<file path="config.mk">
export PLATFORM = sky130hd
export DESIGN_NAME = tcb_regs
export DESIGN_NICKNAME = d
export VERILOG_FILES = /design/src/logic/tcb_pkg.sv /design/src/logic/tcb_regs.sv
export VERILOG_INCLUDE_DIRS = /design/src /design/src/include
export SDC_FILE = /design/constraint.sdc
export NUM_CORES = 1
export LEC_CHECK = 0
export BUFFER_PORTS_ARGS = -buffer_cell sky130_fd_sc_hd__buf_2
export CAP_MARGIN = 20
export CORE_ASPECT_RATIO = 0.7
export CORE_MARGIN = 10
export CORE_UTILIZATION = 49
export CTS_CLUSTER_DIAMETER = 40
export CTS_CLUSTER_SIZE = 24
export DETAILED_ROUTE_END_ITERATION = 8
export GPL_ROUTABILITY_DRIVEN = 1
export PLACE_DENSITY = 0.84
export SYNTH_ARGS = -nofsm -noshare
export SYNTH_HDL_FRONTEND = slang
export SYNTH_SLANG_ARGS = --single-unit
</file>
<file path="constraint.sdc">
create_clock -name sub -period 1.5 [get_ports sub]
set_clock_uncertainty 0.05 [all_clocks]
set_input_delay 0.15 -clock sub [delete_from_list [all_inputs] [get_ports sub]]
set_output_delay 0.15 -clock sub [all_outputs]
set_load 0.005 [all_outputs]
</file>
<file path="src/include/tcb_cfg_cfg.svh">
// bus widths, address map and register constants, included by the package and the RTL
`ifndef TCB_CFG_CFG_SVH
`define TCB_CFG_CFG_SVH

//////////////////////////////
// bus widths
//////////////////////////////

// one data word
`define TCB_DAT_W 32
// byte address
`define TCB_ADR_W 16
// one enable per byte lane
`define TCB_BYT_W 4

//////////////////////////////
// address map
//////////////////////////////

// region code lives in adr[15:12]
`define TCB_REGION_SRAM 4'h0
`define TCB_REGION_REGS 4'h1

// sram size in words
`define TCB_SRAM_DEPTH 256

// identification register, read-only
`define TCB_REGS_ID 32'h7cb1_0a01

`endif

</file>
<file path="src/logic/tcb_pkg.sv">
// shared bus types for the subsystem, imported by every module and the testbench
`include "tcb_cfg_cfg.svh"

package tcb_pkg;

    //////////////////////////////
    // data path
    //////////////////////////////

    // one bus word
    typedef logic [`TCB_DAT_W-1:0] tcb_dat_t;

    // byte enables, bit i covers wdt[8*i+:8]
    typedef logic [`TCB_BYT_W-1:0] tcb_byt_t;

    //////////////////////////////
    // address views
    //////////////////////////////

    // memory view, region then byte offset
    typedef struct packed {
        logic [3:0]             region;
        logic [`TCB_ADR_W-5:0]  off;
    } tcb_adr_mem_t;

    // register view, region, reserved, register index, byte lane
    typedef struct packed {
        logic [3:0]             region;
        logic [`TCB_ADR_W-9:0]  rsv;
        logic [1:0]             idx;
        logic [1:0]             lane;
    } tcb_adr_reg_t;

    // same address word, decoded by sram or register block
    typedef union packed {
        tcb_adr_mem_t mem;
        tcb_adr_reg_t rgs;
    } tcb_adr_t;

    // lane merge for byte-enabled writes
    function automatic tcb_dat_t byte_merge(tcb_dat_t old_dat, tcb_dat_t new_dat, tcb_byt_t byt);
        tcb_dat_t res;
        res = old_dat;
        for (int i = 0; i < `TCB_BYT_W; i++) begin
            if (byt[i]) res[8*i +: 8] = new_dat[8*i +: 8];
        end
        return res;
    endfunction

endpackage: tcb_pkg

</file>
<file path="src/logic/tcb_regs.sv">
// register block subordinate, identification, scratch and cycle counter, errors on anything else
`timescale 1ns/100ps
`include "tcb_cfg_cfg.svh"

module tcb_regs
    import tcb_pkg::*;
(
    // clock and reset
    input  logic     sub,
    input  logic     rst_n,
    // request
    input  logic     vld,
    input  logic     wen,
    input  tcb_adr_t adr,
    input  tcb_byt_t byt,
    input  tcb_dat_t wdt,
    // response
    output logic     rdy,
    output tcb_dat_t rdt,
    output logic     err
);

    //////////////////////////////
    // local signals
    //////////////////////////////

    // register indices
    localparam logic [1:0] idx_id  = 2'd0;
    localparam logic [1:0] idx_scr = 2'd1;
    localparam logic [1:0] idx_cnt = 2'd2;

    // register view of the address
    tcb_adr_reg_t reg_adr;

    // transfer strobe
    logic trn;

    // access checks
    logic region_ok;
    logic idx_ok;
    logic ro_wr;
    logic bad;

    // register contents
    tcb_dat_t scratch;
    tcb_dat_t cnt;

    // read mux output
    tcb_dat_t rd_val;

    //////////////////////////////
    // decode
    //////////////////////////////

    assign reg_adr = adr.rgs;

    // never stalls
    assign rdy = 1'b1;
    assign trn = vld & rdy;

    // only this region is ours
    assign region_ok = (reg_adr.region == `TCB_REGION_REGS);

    // index 3 is not implemented
    assign idx_ok = (reg_adr.idx != 2'd3);

    // id and counter are read-only
    assign ro_wr = wen & ((reg_adr.idx == idx_id) | (reg_adr.idx == idx_cnt));

    // any of these turns the access into an error
    assign bad = ~region_ok | ~idx_ok | ro_wr;

    // read mux
    always_comb begin
        case (reg_adr.idx)
            idx_id:  rd_val = `TCB_REGS_ID;
            idx_scr: rd_val = scratch;
            idx_cnt: rd_val = cnt;
            default: rd_val = '0;
        endcase
    end

    //////////////////////////////
    // registers
    //////////////////////////////

    // scratch, byte-enabled, only on a clean write
    always_ff @(posedge sub or negedge rst_n) begin
        if (!rst_n) begin
            scratch <= '0;
        end else if (trn && wen && !bad && (reg_adr.idx == idx_scr)) begin
            scratch <= byte_merge(scratch, wdt, byt);
        end
    end

    // free-running cycle counter
    always_ff @(posedge sub or negedge rst_n) begin
        if (!rst_n) begin
            cnt <= '0;
        end else begin
            cnt <= cnt + 1'b1;
        end
    end

    //////////////////////////////
    // response
    //////////////////////////////

    // zero data on writes and errors
    always_ff @(posedge sub or negedge rst_n) begin
        if (!rst_n) begin
            rdt <= '0;
            err <= 1'b0;
        end else if (trn) begin
            rdt <= (wen || bad) ? '0 : rd_val;
            err <= bad;
        end
    end

endmodule: tcb_regs

</file>
==> reports/qor.txt, run 1 <==
Outcome: complete, but fails checks
Failing checks: setup timing
Maxcap violations: 0
Met3 Usage GRT: 0.0679
CTS tree: built
H-tree Lvls: 3
Final period util: 1.11
Gp weighted congestion: 0.801
Post-Synthesis Cells: 356
Vias in the first global route: 3559
DRC viols: 0
GR Util All Layers: 0.170
R2r setup slk: -0.17 ns
Worst Hold End: scratch[31]$_DFFE_PN0P_
Syn_nets: 413
CP Capture Type: register
Max stage delay on crit path: 0.48 ns
# port buffers: 78
Die H: 99.8 um
Initial Util: 0.498
Antenna viol nets, final: 0
Setup_tns: -0.598 ns
CP Max Fanout: 2
Busiest grt layer: met2
# IOs: 90
CTS sink cnt: 97
Layout area overhead: 32.5%
Vias per cell: 5.26
FMAX: 600 MHz
Total die area: 13400 sq um
Netlist cell types: 34
Leak pwr: 2.87 nW
Final-stage net count: 559
RSZ-0062 raised after global routing: true
Global-route wire length before repair: 18200 um
Via count: 3314
Largest cells by area after synthesis: dfrtp_1 (54%), mux2_4 (11%), xnor2_1 (4.9%)
Initial antenna violation count: 0
Core Area: 8960 sq um
Critical path cell sequence: ha_2, nand4_1, nor3_2, or4b_4, xnor2_1
Synthesized cell area: 4460 sq um
TritonCTS buffer count: 9
Share of layout cells above drive strength 1: 0.385
Most frequent cells in the layout: dfrtp_1 (97), buf_2 (77), buf_4 (44), inv_1 (33)
Worst R2R End: cnt[18]$_DFF_PN0_
Num rows: 29
Asr flop ratio synth: 1.00
CP bufs+invs: 0
Largest net degree at the start of global routing: 38
Slew Limit Fails: 0
Setup crit start kind: register
RR Startpoint: cnt[0]$_DFF_PN0_
Met2 Track Usage GR: 0.274
Sequential share of the synthesized area: 0.544
Final Hold Fails: 0
Post-route non-filler standard cell count: 630
Commonest non-fill, non-tap cell in the layout: dfrtp_1
Pwr dens: 885 nW/um^2
Worst-skew pair later-pin latency: 0.35 ns
Ant diodes: 0
Reg2Reg Depth: 5
Clk root buf: clkbuf_16
Post-synth top flop: dfrtp_1
Placed insts: 578
Final worst setup slack: -0.167 ns
HP Class: input pin to register
WL/cell: 17.8 um
Yosys warning count: 0
Fin crit period: 1.67 ns
Clock Pin Slew Worst Setup and Hold Paths: 0.06 ns
Chip width: 134 um
Synth area leader: dfrtp_1
Hold Startpoint: wdt[31]
Hold Path Depth: 2
CP top delay family: simple AND/OR/NAND/NOR gates
Grt total ovfl: 0
Critical path type: register to register
GR Util met1: 0.210
Critical Path RT: 1.68 ns
Seq cells post-synth: 97
Worst path arrival time: 1.85 ns
DR pass1 iterations: 4
Slowest cell on the critical path: or4b_4
Peak supply drop: 0.000684 V
Final setup violation count: 12
DPL Wire Length: 7860 um
Share of the synthesized area in the top cell type: 0.544
Syn_area_per_cell: 12.5 sq um
WL final: 11200 um
Clk buf depth: 2
Iteration-0 DRC Markers: 223
Post-synth EDFFs: 0
==> sequential cells by signal, summed over array words and instances, names as in the netlist <==
| register | flops |
|---|---|
| err | 1 |
| scratch | 32 |
| cnt | 32 |
| rdt | 32 |
==> timing repair <==
item                       4_1_cts  5_1_grt
setup buffers                    0        3
pin swaps                        0        3
hold buffers                    32        0
setup endpoints to repair       14       21
gates resized for setup          0       13
cloned                           0        2
hold endpoints to repair       128        0
==> logic make-up (layout without fill, tap and decap cells) <==
| kind of cell | Yosys count | in the layout | synth area share |
|---|---|---|---|
| flops | 97 | 97 | 0.544 |
| simple gates | 75 | 75 | 0.112 |
| compound gates | 54 | 54 | 0.0875 |
| buf+inv | 53 | 203 | 0.0527 |
| mux | 45 | 45 | 0.141 |
| xor+xnor | 30 | 30 | 0.0589 |
| fa+ha+maj | 1 | 1 | 0.00280 |
| other cells | 1 | 1 | 0.000841 |
==> metrics by stage <==
step	setup slack [ns]	total power, mW	cell area (sq um)	utilization	hold slack, ns
floorplan	-0.0938	2.86	4460	-	-0.196
global placement	-0.0876	3.03	5230	0.583	-0.0900
detailed placement	-0.127	3.05	5230	0.583	-0.0883
CTS	-0.134	5.28	5830	0.650	0.00497
global route	-0.212	5.42	5910	0.659	0.00178
finish	-0.167	5.23	5910	0.659	0.0111
==> final cells by class <==
class | instances | area, sq um
Multi-Input combinational cell | 206 | 1840
Clock inverter | 2 | 12.5
Clock buffer | 13 | 270
Inverter | 33 | 124
Sequential cell | 97 | 2430
Tap cell | 124 | 155
Fill cell | 643 | 3050
Timing Repair Buffer | 155 | 1080
==> layer usage <==
metal,routed length (um),vias to the layer above
met5,0,-
met4,105,0
met3,961,7
met2,5340,115
met1,4780,1649
li1,-,1543
==> power breakdown <==
| part | internal (mW) | switching, mW | total [mW] |
|---|---|---|---|
| Clock | 1.25 | 0.921 | 2.17 |
| Combinational | 0.204 | 0.169 | 0.373 |
| Sequential | 2.66 | 0.0290 | 2.69 |
| Total | 4.11 | 1.12 | 5.23 |
==> cell usage after synthesis (2+ instances only) <==
cell and instances:
mux2_2 13, xor2_1 5, dfrtp_1 97, mux2_4 32, nand3_1 15, and2_1 3
nand2_8 4, o22ai_1 20, buf_4 2, buf_2 10, a22oi_1 20, a221oi_1 12
and3_1 3, nor4_1 2, xnor2_1 25, nand2_1 10, nand2b_1 12, clkbuf_1 7
inv_1 33, nor3_1 2, nor2_1 6, nand4_1 11
==> worst max-delay path by stage <==
stage                           from           endpoint  slack (ns)  cells after the start
finish              cnt[0]$_DFF_PN0_  cnt[18]$_DFF_PN0_       -0.17                      5
global route        cnt[0]$_DFF_PN0_  cnt[18]$_DFF_PN0_       -0.21                      5
CTS                 cnt[0]$_DFF_PN0_  cnt[18]$_DFF_PN0_       -0.13                      5
detailed placement  cnt[0]$_DFF_PN0_  cnt[18]$_DFF_PN0_       -0.13                      5
global placement    cnt[0]$_DFF_PN0_  cnt[18]$_DFF_PN0_       -0.09                      5
floorplan           cnt[0]$_DFF_PN0_  cnt[18]$_DFF_PN0_       -0.09                      5
Note: power is estimated with default switching activity, not from simulation.
==> inputs of run 2 (changes only) <==
REMOVE_ABC_BUFFERS = 1   (was not set)
SKIP_LAST_GASP = 1   (was not set)
==> run 2 against run 1 <==
Effect of this change: the run still ends with setup timing left; clock power is 4% higher; count of clock-buffer cells in the layout down 1; hold slack got worse by 0.0062 ns; register-to-register slack worse by 0.18 ns; critical path type unchanged; global-route usage grew 1.3 points; final area grew 3.3%; power increased by 1.6%.
==> reports/qor.txt, run 2 (synthesis gave the netlist of run 1 again) <==
Outcome: complete, but fails checks
Failing checks: setup timing
CP top delay family: simple AND/OR/NAND/NOR gates
PnR Total Power: 5.32 mW
Chip width: 134 um
DP Worst Slack: -0.173 ns
Final worst setup slack: -0.350 ns
Largest net degree at the start of global routing: 31
Maxcap violations: 0
Final setup violation count: 21
Via count: 3484
Vias in the first global route: 3810
DR pass1 iterations: 4
Antenna viol nets, final: 0
GR Util met1: 0.234
Global-route wire length before repair: 19700 um
WL/cell: 20.3 um
Fin crit period: 1.85 ns
Vias per cell: 5.51
Num rows: 29
H-tree Lvls: 3
Slowest cell on the critical path: or4b_4
Share of layout cells above drive strength 1: 0.427
Critical Path RT: 1.67 ns
Slew Limit Fails: 0
Setup_tns: -3.50 ns
Peak supply drop: 0.000686 V
Die H: 99.8 um
Worst Tran Pin Value: 0.568 ns
Total die area: 13400 sq um
Gp weighted congestion: 0.831
Iteration-0 DRC Markers: 325
Final Hold Fails: 0
Hold_ws: 0.00488 ns
CP bufs+invs: 0
FMAX: 540 MHz
Slew HR: 0.620
CP Capture Type: register
Clock Pin Slew Worst Setup and Hold Paths: 0.07 ns
CP Max Fanout: 2
Met2 Track Usage GR: 0.291
Ant diodes: 0
Setup crit start kind: register
Busiest grt layer: met2
TritonCTS buffer count: 9
Leak pwr: 2.99 nW
HP Class: input pin to register
Initial Util: 0.498
Initial antenna violation count: 0
# port buffers: 78
Layout area overhead: 36.8%
Critical path cell sequence: ha_2, nand4_1, nor3_2, or4b_4, xnor2_1
Most frequent cells in the layout: dfrtp_1 (97), buf_2 (77), buf_4 (43), inv_1 (33), mux2_4 (32)
Biggest regs: cnt x32, rdt x32, scratch x32
Final-stage net count: 561
RSZ-0062 raised after global routing: true
Commonest non-fill, non-tap cell in the layout: dfrtp_1
Clk buf depth: 2
DRC viols: 0
Worst path arrival time: 2.03 ns
Critical path type: register to register
CTS tree: built
# IOs: 90
Max stage delay on crit path: 0.51 ns
Grt total ovfl: 0
Pwr dens: 871 nW/um^2
WL final: 12900 um
Worst-skew pair later-pin latency: 0.34 ns
Met3 Usage GRT: 0.0574
Core Area: 8960 sq um
Final period util: 1.23
GR Util All Layers: 0.183
DPL Wire Length: 7860 um
Layout Utilization: 0.681
CTS sink cnt: 97
Clk root buf: clkbuf_16
==> run 2: area by class of cell <==
cell class                 instances  area, sq um
multi-input combinational        206         1980
fill                             626         2860
clock inverter                     3         42.5
clock buffer                      12          236
tap                              124          155
timing repair buffer             157         1140
inverter                          33          124
sequential                        97         2430
==> run 2: routing by layer <==
metal / share of wire / vias up
li1: - / 1557
met1: 0.42 / 1750
met2: 0.49 / 154
met3: 0.072 / 23
met4: 0.020 / 0
met5: 0 / -
==> run 2: report_power, final <==
part	total (mW)	internal [mW]	switching, mW
Combinational	0.380	0.200	0.180
Clock	2.25	1.28	0.964
Sequential	2.69	2.66	0.0299
Total	5.32	4.14	1.17
==> run 2: worst paths after layout <==
kind                                    from                       to  slack [ns]  cells after the start
setup / recovery            cnt[1]$_DFF_PN0_        cnt[18]$_DFF_PN0_       -0.35                      5
min in group asynchronous              rst_n       rdt[1]$_DFFE_PN0P_        0.23                      2
hold reg to reg            cnt[31]$_DFF_PN0_        cnt[31]$_DFF_PN0_        0.44                      1
setup reg to reg            cnt[1]$_DFF_PN0_        cnt[18]$_DFF_PN0_       -0.35                      5
hold / removal                       wdt[10]  scratch[10]$_DFFE_PN0P_       0.005                      2
max in group asynchronous              rst_n      rdt[10]$_DFFE_PN0P_        0.69                      3
==> run 2: through the flow <==
stage | instance area, sq um | std cells
detailed placement | 5230 | 577
finish | 6100 | 632
global route | 6100 | 632
floorplan | 4350 | 336
global placement | 5230 | 577
CTS | 5910 | 627
==> run 2: timing repair <==
item	CTS	global route
endpoints found under the setup margin	17	27
hold buffers	25	3
pin swaps	12	23
buffers inserted	8	7
cloned	2	1
resized for setup	14	32
hold endpoints to repair	51	3
