===== src/include/tcb_cfg_cfg.svh =====
// bus widths, address map and register constants, included by the package and the RTL
`ifndef TCB_CFG_CFG_SVH
`define TCB_CFG_CFG_SVH

//////////////////////////////
// bus widths
//////////////////////////////

// one data word
`define TCB_DAT_W 32
// byte address
`define TCB_ADR_W 16
// one enable per byte lane
`define TCB_BYT_W 4

//////////////////////////////
// address map
//////////////////////////////

// region code lives in adr[15:12]
`define TCB_REGION_SRAM 4'h0
`define TCB_REGION_REGS 4'h1

// sram size in words
`define TCB_SRAM_DEPTH 256

// identification register, read-only
`define TCB_REGS_ID 32'h7cb1_0a01

`endif


===== src/logic/tcb_pkg.sv =====
// shared bus types for the subsystem, imported by every module and the testbench
`include "tcb_cfg_cfg.svh"

package tcb_pkg;

    //////////////////////////////
    // data path
    //////////////////////////////

    // one bus word
    typedef logic [`TCB_DAT_W-1:0] tcb_dat_t;

    // byte enables, bit i covers wdt[8*i+:8]
    typedef logic [`TCB_BYT_W-1:0] tcb_byt_t;

    //////////////////////////////
    // address views
    //////////////////////////////

    // memory view, region then byte offset
    typedef struct packed {
        logic [3:0]             region;
        logic [`TCB_ADR_W-5:0]  off;
    } tcb_adr_mem_t;

    // register view, region, reserved, register index, byte lane
    typedef struct packed {
        logic [3:0]             region;
        logic [`TCB_ADR_W-9:0]  rsv;
        logic [1:0]             idx;
        logic [1:0]             lane;
    } tcb_adr_reg_t;

    // same address word, decoded by sram or register block
    typedef union packed {
        tcb_adr_mem_t mem;
        tcb_adr_reg_t rgs;
    } tcb_adr_t;

    // lane merge for byte-enabled writes
    function automatic tcb_dat_t byte_merge(tcb_dat_t old_dat, tcb_dat_t new_dat, tcb_byt_t byt);
        tcb_dat_t res;
        res = old_dat;
        for (int i = 0; i < `TCB_BYT_W; i++) begin
            if (byt[i]) res[8*i +: 8] = new_dat[8*i +: 8];
        end
        return res;
    endfunction

endpackage: tcb_pkg


===== src/logic/tcb_demultiplexer.sv =====
// bus demultiplexer, routes manager requests to one of ifn subordinates and returns the response
`timescale 1ns/100ps

module tcb_demultiplexer
    import tcb_pkg::*;
#(
    // number of subordinate ports
    parameter  int unsigned ifn = 2,
    // select width
    localparam int unsigned ifl = (ifn > 1) ? $clog2(ifn) : 1
)(
    // clock and reset
    input  logic           sub,
    input  logic           rst_n,
    // port select from the decoder
    input  logic [ifl-1:0] sel,
    // manager side
    input  logic           vld,
    input  logic           wen,
    input  tcb_adr_t       adr,
    input  tcb_byt_t       byt,
    input  tcb_dat_t       wdt,
    output logic           rdy,
    output tcb_dat_t       rdt,
    output logic           err,
    // subordinate side, requests
    output logic           m_vld [ifn-1:0],
    output logic           m_wen [ifn-1:0],
    output tcb_adr_t       m_adr [ifn-1:0],
    output tcb_byt_t       m_byt [ifn-1:0],
    output tcb_dat_t       m_wdt [ifn-1:0],
    // subordinate side, responses
    input  logic           m_rdy [ifn-1:0],
    input  tcb_dat_t       m_rdt [ifn-1:0],
    input  logic           m_err [ifn-1:0]
);

    //////////////////////////////
    // local signals
    //////////////////////////////

    // transfer strobe on the manager side
    logic trn;

    // select of the transfer whose response is due
    logic [ifl-1:0] rsp_sel;

    //////////////////////////////
    // control
    //////////////////////////////

    // handshake completes when both are high
    assign trn = vld & rdy;

    // remember where the last request went
    always_ff @(posedge sub or negedge rst_n) begin
        if (!rst_n) begin
            rsp_sel <= '0;
        end else if (trn) begin
            rsp_sel <= sel;
        end
    end

    //////////////////////////////
    // request
    //////////////////////////////

    // payload goes everywhere, valid only to the chosen port
    for (genvar i = 0; i < ifn; i++) begin: gen_req
        assign m_vld[i] = (sel == i[ifl-1:0]) ? vld : 1'b0;
        assign m_wen[i] = wen;
        assign m_adr[i] = adr;
        assign m_byt[i] = byt;
        assign m_wdt[i] = wdt;
    end: gen_req

    //////////////////////////////
    // response
    //////////////////////////////

    // data and error, one cycle behind, so use the registered select
    assign rdt = m_rdt[rsp_sel];
    assign err = m_err[rsp_sel];

    // ready belongs to the live request
    assign rdy = m_rdy[sel];

endmodule: tcb_demultiplexer


===== config.mk =====
export PLATFORM = sky130hd
export DESIGN_NAME = tcb_demultiplexer
export DESIGN_NICKNAME = d
export VERILOG_FILES = /design/src/logic/tcb_pkg.sv /design/src/logic/tcb_demultiplexer.sv
export VERILOG_INCLUDE_DIRS = /design/src /design/src/include
export SDC_FILE = /design/constraint.sdc
export NUM_CORES = 1
export LEC_CHECK = 0
export ABC_AREA = 1
export BUFFER_PORTS_ARGS = -buffer_cell sky130_fd_sc_hd__buf_2
export CELL_PAD_IN_SITES_DETAIL_PLACEMENT = 0
export CELL_PAD_IN_SITES_GLOBAL_PLACEMENT = 2
export CORE_MARGIN = 3
export CORE_UTILIZATION = 10
export DETAILED_ROUTE_END_ITERATION = 10
export GPL_TIMING_DRIVEN = 0
export PLACE_DENSITY_LB_ADDON = 0.15
export SETUP_SLACK_MARGIN = 0.5
export SLEW_MARGIN = 30
export SYNTH_ARGS = -nofsm -noshare
export SYNTH_HDL_FRONTEND = slang
export SYNTH_SLANG_ARGS = --single-unit

===== constraint.sdc =====
create_clock -name sub -period 1.7 [get_ports sub]
set_clock_uncertainty 0.05 [all_clocks]
set_input_delay 0.085 -clock sub [delete_from_list [all_inputs] [get_ports sub]]
set_output_delay 0.085 -clock sub [all_outputs]
set_load 0.03 [all_outputs]

==> impl_metrics.ini, run 1 <==
[timing]
hold_viol = 0
tightest_slew_ps = 189
clock.fmax_ghz = 0.848
slew_headroom_pct = 87.3
rsz0062_at_grt = yes
period_needed_ps = 1180
finalCritPeriodShare_pct = 69.3
slew_violations = 0
setup_viol = 0
fin_ws_ps = 521
whs_ps = 286
tns_ps = 0

[yosys]
synth_edf_count = 0
ys_ff_latch = 1
synth_area_per_cell_um2 = 6.19
synth_common_cells = 107 x buf_4, 40 x nand2_1, 36 x inv_1
syn_nets = 350
synth_top_cell_by_area = buf_4
synth_largest_type_area_fraction_pct = 57.7
synth_top_family_by_area = buffers and inverters
yosys.area_share.simple_pct = 11.4
synth_compound_area_share_pct = 13.7
synth_mux_area_share_pct = 0
syn_inst = 225
synth_ff_type = dfrtp_1
synth_xor_area_share_pct = 0
synthArstFlopShare_pct = 100
seq_area_frac_synth_pct = 1.80
synth.area.top_cells = buf_4 58%, nand2_1 11%, inv_1 9.7%
netlist_area_um2 = 1390
synth_adder_area_share_pct = 0
synthDistinctLibCells = 11
ys_warn_count = 0
synth.most_common_cell = buf_4

[cts]
cts.reportedPaths.clkPinSlew_ps = 0
clkLatencyLatePin_ps = 0

[global_routing]
first_global_vias = 1765
top_usage_layer = met2
grt-ovfl-total = 0
use_met3_pct = 1.59
antenna_found_initial = 0
grt.met1_usage_pct = 5.43
grt_use_total_pct = 5.89
grtUsageMet2_pct = 13.1
grt_max_degree = 11
grt_pass1_wl_um = 7470

[power_and_ir_drop]
power_density_nw_per_um2 = 520
p_leak_nw = 1.80
ir_worst_vdd_mv = 0.137
total_power_mw = 1.45

[cells_and_area]
syn2layout_area_growth_pct = 101
finish.utilization_pct = 20.8
final_area_um2 = 2800
antennaDiodeCount = 0
largest_reg_flops = 1
reg_top3 = rsp_sel x1
layout-drive-gt1-share_pct = 76.2
nets = 568
layout.cells.non_filler = 617
regMostFlops = rsp_sel

[place]
dpl_cell_area_um2 = 2680
post-place-ws_ps = 300
post-place-cells = 614
io_buffers = 213
dpl.hpwl_um = 5360
place_congestion = 0.707

[route]
wl_um = 5830
via_per_inst = 3.18
post_drt_wl_per_cell_um = 9.45
first_pass_iters = 4
drc = 0
drtIter0Drc = 16
final_antenna_net_count = 0
num_vias = 1962

[worst_setup_path]
cp.required_ps = 1560
timing.rr.end = rsp_sel
path_max_fanout = 10
worstReg2RegStart = rsp_sel
crit_arrival_ps = 1040
path_class = reg -> out
critPathLaunchType = flip-flop
cp-endpoint = rdt[13]
cp-end-kind = output port
startpoint = rsp_sel
r2r_cells = 4
r2r_slack_ps = 690

[floorplan]
core-area_um2 = 13500
fp-row-count = 42
die-height_um = 124
dieArea_um2 = 15400
initial_utilization_pct = 10.4
ioPinCount = 267
die_x_um = 124

[run_status]
outcome = finished clean

[hold_path]
hold_path_class = in -> reg

[run]
cap_violations = 0
## how the worst min path moves through the flow
stage	from	to	slack [ps]	cells past startpoint
after floorplan	rst_n	rsp_sel	-260	0
after global placement	rst_n	rsp_sel	-190	1
after detailed placement	rst_n	rsp_sel	-180	1
after CTS	m_rdy[1]	rsp_sel	310	3
after global routing	m_rdy[1]	rsp_sel	320	3
final	m_rdy[1]	rsp_sel	290	3
## report_power, final
part	switching, mW	internal (mW)	leakage, nW
Combinational	0.838	0.581	1.79
Clock	0	0	0
Sequential	0.00740	0.0288	0.0106
## logic make-up (layout without fill, tap and decap cells)
family,Yosys count,count (layout)
simple gates,42,42
flops,1,1
compound gates,33,33
buf+inv,149,365
## critical path, cell delays in order (launching register included)
cell and delay, ps:
dfrtp_2 430, buf_12 160, buf_12 130, nand2_1 50, o21ai_0 90, buf_4 180
## metal layers
metal	wire length (um)	vias to the layer above
met5	0	-
met4	0	0
met3	898	0
met2	3250	148
met1	1680	818
li1	-	996
## timing repair
item | 4_1_cts | 5_1_grt
hold buffers | 1 | 0
gates resized for setup | 23 | 23
cloned | 0 | 0
hold endpoints to repair | 1 | 0
setup endpoints to repair | 32 | 32
buffers inserted | 0 | 2
## cell type report
cell class	count	area [um^2]
repair buffers	216	1160
flip-flops and latches	1	26.3
well taps	176	220
plain buffers	113	898
inverters	36	135
fillers	1580	10700
multi-input cells	75	350
## layout by cell type (no fill, tap or decap), drive strengths merged
cell type / n
clkbuf: 2
buf: 326
inv: 36
nor2: 1
dfrtp: 1
dlygate4sd3: 1
nand2: 40
nand3: 1
o21ai: 33
(Power assumes the default switching activity.)
==> run 2, diff against run 1 <==
==> constraint.sdc (replaced) <==
create_clock -name sub -period 1.06 [get_ports sub]
set_clock_uncertainty 0.05 [all_clocks]
set_input_delay 0.053 -clock sub [delete_from_list [all_inputs] [get_ports sub]]
set_output_delay 0.053 -clock sub [all_outputs]
set_load 0.03 [all_outputs]
==> run 2 against run 1 <==
Net effect:
- the run now ends with negative setup slack left
- worst setup slack lost 580 ps
- design area grew 30%
- flip-flop and latch count is the same
- register-to-register slack lost 630 ps
- sequential power grew 59%
- die area is the same
- global-route usage grew 1.0 points
- critical path depth shrank 1
- largest power group unchanged
==> impl_metrics.ini, run 2 (synthesis results as in run 1) <==
[global_routing]
grt_pass1_wl_um = 8730
first_global_vias = 1892
grt_max_degree = 11
grt_use_total_pct = 6.90
antenna_found_initial = 1
grt-ovfl-total = 0

[worst_setup_path]
worstReg2RegStart = rsp_sel
timing.rr.end = rsp_sel
r2r_cells = 4
cp-end-kind = output port
startpoint = rsp_sel
path_class = reg -> out
critPathLaunchType = flip-flop
cp.required_ps = 960
r2r_slack_ps = 60
crit_arrival_ps = 1020
path_max_fanout = 5

[run]
cap_violations = 0

[floorplan]
fp-row-count = 42
dieArea_um2 = 15400
die-height_um = 124
ioPinCount = 267
die_x_um = 124
core-area_um2 = 13500
initial_utilization_pct = 10.4

[timing]
slew_violations = 0
finalCritPeriodShare_pct = 106
clock.fmax_ghz = 0.893
tightest_slew_ps = 176
fin_ws_ps = -59.8
tns_ps = -1450
slew_headroom_pct = 88.4
rsz0062_at_grt = yes
hold_viol = 0
period_needed_ps = 1120
setup_viol = 32

[power_and_ir_drop]
total_power_mw = 3.23
power_density_nw_per_um2 = 888
p_leak_nw = 2.09
ir_worst_vdd_mv = 0.213

[cells_and_area]
final_area_um2 = 3640
syn2layout_area_growth_pct = 161
regMostFlops = rsp_sel
mostFrequentLayoutCell = buf_2
layout-drive-gt1-share_pct = 89.9
final_cell_mix = 175 x buf_2, 107 x buf_4, 39 x buf_6
antennaDiodeCount = 0
nets = 574
reg_top3 = rsp_sel x1
multi_input_area_um2 = 856
nFillCells = 1532
largest_reg_flops = 1
seq_area_um2 = 26.3

[place]
place_congestion = 0.652
dpl_cell_area_um2 = 3140
dpl.hpwl_um = 5970
io_buffers = 213

[run_status]
violations = negative setup slack
outcome = finished, violations left

[cts]
clkLatencyLatePin_ps = 0
cts.reportedPaths.clkPinSlew_ps = 0

[route]
via_per_inst = 3.26
num_vias = 2028
final_antenna_net_count = 0
first_pass_iters = 2
drtIter0Drc = 20
drc = 0
wl_um = 6580
post_drt_wl_per_cell_um = 10.6

[hold_path]
hold_path_class = in -> async
==> run 2: cell count changes in the layout (fill, tap and decap cells not counted), sizes merged <==
cell and delta:
dlygate4sd3 -1, buf +4, clkbuf +2, dlymetal6s4s +1
==> run 2: area by class of cell <==
cell class / instances / area share [%]
multi-input cells: 75 / 23.5
repair buffers: 222 / 40.2
plain buffers: 113 / 25.8
inverters: 36 / 3.71
well taps: 176 / 6.05
flip-flops and latches: 1 / 0.722
==> run 2: timing repair <==
item,4_1_cts,5_1_grt
pin swaps,5,3
setup buffers,4,0
hold buffers,1,0
gates cloned,3,1
setup endpoints to repair,37,38
gates resized for setup,93,11
endpoints found under the hold margin,1,0
==> run 2: through the flow <==
step                util [%]  cells  hold slack (ps)  setup slack, ps
floorplan                  -    225             -293             58.3
global placement        23.3    614             -221             -172
detailed placement      23.3    614             -220             -184
CTS                     26.6    622              245            -71.3
global route            27.1    623             38.1            -96.9
finish                  27.1    623             31.0            -59.8
==> run 2: worst max-delay path: stages, from the launching register on <==
cell	delay [ps]
dfrtp_2	420
buf_6	160
clkbuf_16	160
o21ai_4	120
buf_6	140
==> run 2: layer usage <==
layer  GRT usage [%]  part of all wire (%)  wire length [um]  up-vias
met5               0                  0.20                13        -
li1                -                     -                 -     1008
met4               0                 0.046                 3        2
met1            6.83                    30              2000      860
met2            14.4                    54              3570      156
met3            2.45                    15               989        2
==> run 2: where the power goes <==
group | internal, mW | switching [mW]
Combinational | 1.46 | 1.72
Clock | 0 | 0
Sequential | 0.0461 | 0.0116
==> run 2: how the worst max path moves through the flow <==
stage,slack [ps],end,cells after the start
finish,-60,rdt[22],4
floorplan,60,rdt[0],4
global placement,-170,rdt[22],5
CTS,-70,rdt[22],4
global route,-100,rdt[21],4
detailed placement,-180,rdt[22],5
==> run 3, diff against run 2 <==
==> constraint.sdc (replaced) <==
create_clock -name sub -period 1.2 [get_ports sub]
set_clock_uncertainty 0.05 [all_clocks]
set_input_delay 0.06 -clock sub [delete_from_list [all_inputs] [get_ports sub]]
set_output_delay 0.06 -clock sub [all_outputs]
set_load 0.03 [all_outputs]
==> run 3 against run 2 <==
Net effect:
- the run now ends clean
- first-iteration DRC count up 75%
- flip-flop and latch count unchanged
- design area down 6.9%
- largest cell class unchanged
- total power down 19%
- worst setup slack better by 120 ps
- critical path type unchanged
- die area unchanged
- highest routed layer is now met3
- register-to-register slack better by 100 ps
- via count down 1.9%
- utilization down 1.9 points
- routed wire length down 1.5%
- critical path depth up 1
==> impl_metrics.ini, run 3 (synthesis results as in run 1) <==
[run_status]
outcome = finished clean

[place]
io_buffers = 213
post-place-ws_ps = -34.7
dpl.hpwl_um = 5930
place_congestion = 0.671

[timing]
finalCritPeriodShare_pct = 94.8
whs_ps = 267
slew_headroom_pct = 87.4
setup_viol = 0
slew_violations = 0
rsz0062_at_grt = yes
tightest_slew_ps = 189
fin_ws_ps = 62.4
hold_viol = 0
clock.fmax_ghz = 0.879
period_needed_ps = 1140

[floorplan]
dieArea_um2 = 15400
die-height_um = 124
core-area_um2 = 13500
ioPinCount = 267
die_x_um = 124
initial_utilization_pct = 10.4
fp-row-count = 42

[power_and_ir_drop]
p_int_mw = 1.17
power.share.clock_pct = 0
pwr-share-seq_pct = 2.0
switchingPower_mw = 1.46
power_density_nw_per_um2 = 775
ir_worst_vdd_mv = 0.225
switching_share_pct = 55.7
combPwrFrac_pct = 98.0
p_leak_nw = 1.95
total_power_mw = 2.63

[route]
post_drt_wl_per_cell_um = 10.5
drtIter0Drc = 35
drc = 0
first_pass_iters = 3
via_per_inst = 3.22
num_vias = 1989
final_antenna_net_count = 0
wl_um = 6480

[cells_and_area]
nFillCells = 1493
largest_reg_flops = 1
syn2layout_area_growth_pct = 143
final_cell_mix = 180 x buf_2, 109 x buf_4, 36 x inv_1
antennaDiodeCount = 0
layout-drive-gt1-share_pct = 88.9
regMostFlops = rsp_sel
nets = 569
mostFrequentLayoutCell = buf_2
multi_input_area_um2 = 781
finish.utilization_pct = 25.2
reg_top3 = rsp_sel x1
seq_area_um2 = 26.3

[worst_setup_path]
max_stage_delay_ps = 440
critPathLaunchType = flip-flop
path_max_fanout = 10
slowest_stage = dfrtp_2
crit_family = buffers and inverters
path_cells = buf_12 > buf_12 > nand2_2 > o21ai_4 > buf_6
cp.required_ps = 1090
crit_top_cell = buf_12
path_buf_inv = 3
path_class = reg -> out
crit_arrival_ps = 1030
cp-end-kind = output port

[hold_path]
hold_path_class = in -> reg

[global_routing]
grt_pass1_wl_um = 8780
first_global_vias = 1972
grt_max_degree = 11
grt-ovfl-total = 0
grt_use_total_pct = 6.94
antenna_found_initial = 0

[cts]
clkLatencyLatePin_ps = 0
cts.reportedPaths.clkPinSlew_ps = 0

[run]
cap_violations = 0
## run 3: timing repair
action,4_1_cts,5_1_grt
setup endpoints to repair,34,35
pin swaps,1,0
hold endpoints to repair,1,0
setup buffers,2,1
hold buffers,1,0
resized for setup,64,3
## run 3: per-stage QoR
stage                     instance area, um^2  cells  setup TNS [ps]
after floorplan                          1850    225               0
after global placement                   3130    614            -188
after detailed placement                 3130    614            -443
after CTS                                3370    617               0
after global routing                     3390    618               0
final                                    3390    618               0
## run 3: metal layers
layer,track usage [%],share of wire [%]
met2,15.4,56
met4,0,0
met1,6.36,30
met3,2.09,15
met5,0,0
## run 3: tightest hold or removal path, stage by stage
cell,delay [ps]
buf_2,90
nand2_1,50
nand2_1,70
## run 3: layout make-up
type	instances	share of cell area (%)
Inverter	36	3.99
Timing Repair Buffer	217	38.6
Tap cell	176	6.49
Sequential cell	1	0.775
Multi-Input combinational cell	75	23.0
Buffer	113	27.1
## run 3: worst paths after layout
check / from / end / slack (ps) / cells past startpoint
worst min register to register: rsp_sel / rsp_sel / 840 / 4
max in group asynchronous: rst_n / rsp_sel / 620 / 2
worst min-delay path: m_rdy[1] / rsp_sel / 270 / 3
worst max register to register: rsp_sel / rsp_sel / 160 / 4
worst max-delay path: rsp_sel / rdt[27] / 60 / 5
min in group asynchronous: rst_n / rsp_sel / 380 / 2
## run 3: power by group through the flow
stage / clock network, mW / registers (mW) / logic [mW]
floorplan: 0 / 0.0502 / 1.77
global placement: 0 / 0.0517 / 2.33
detailed placement: 0 / 0.0526 / 2.32
CTS: 0 / 0.0535 / 2.59
global route: 0 / 0.0545 / 2.73
finish: 0 / 0.0531 / 2.58
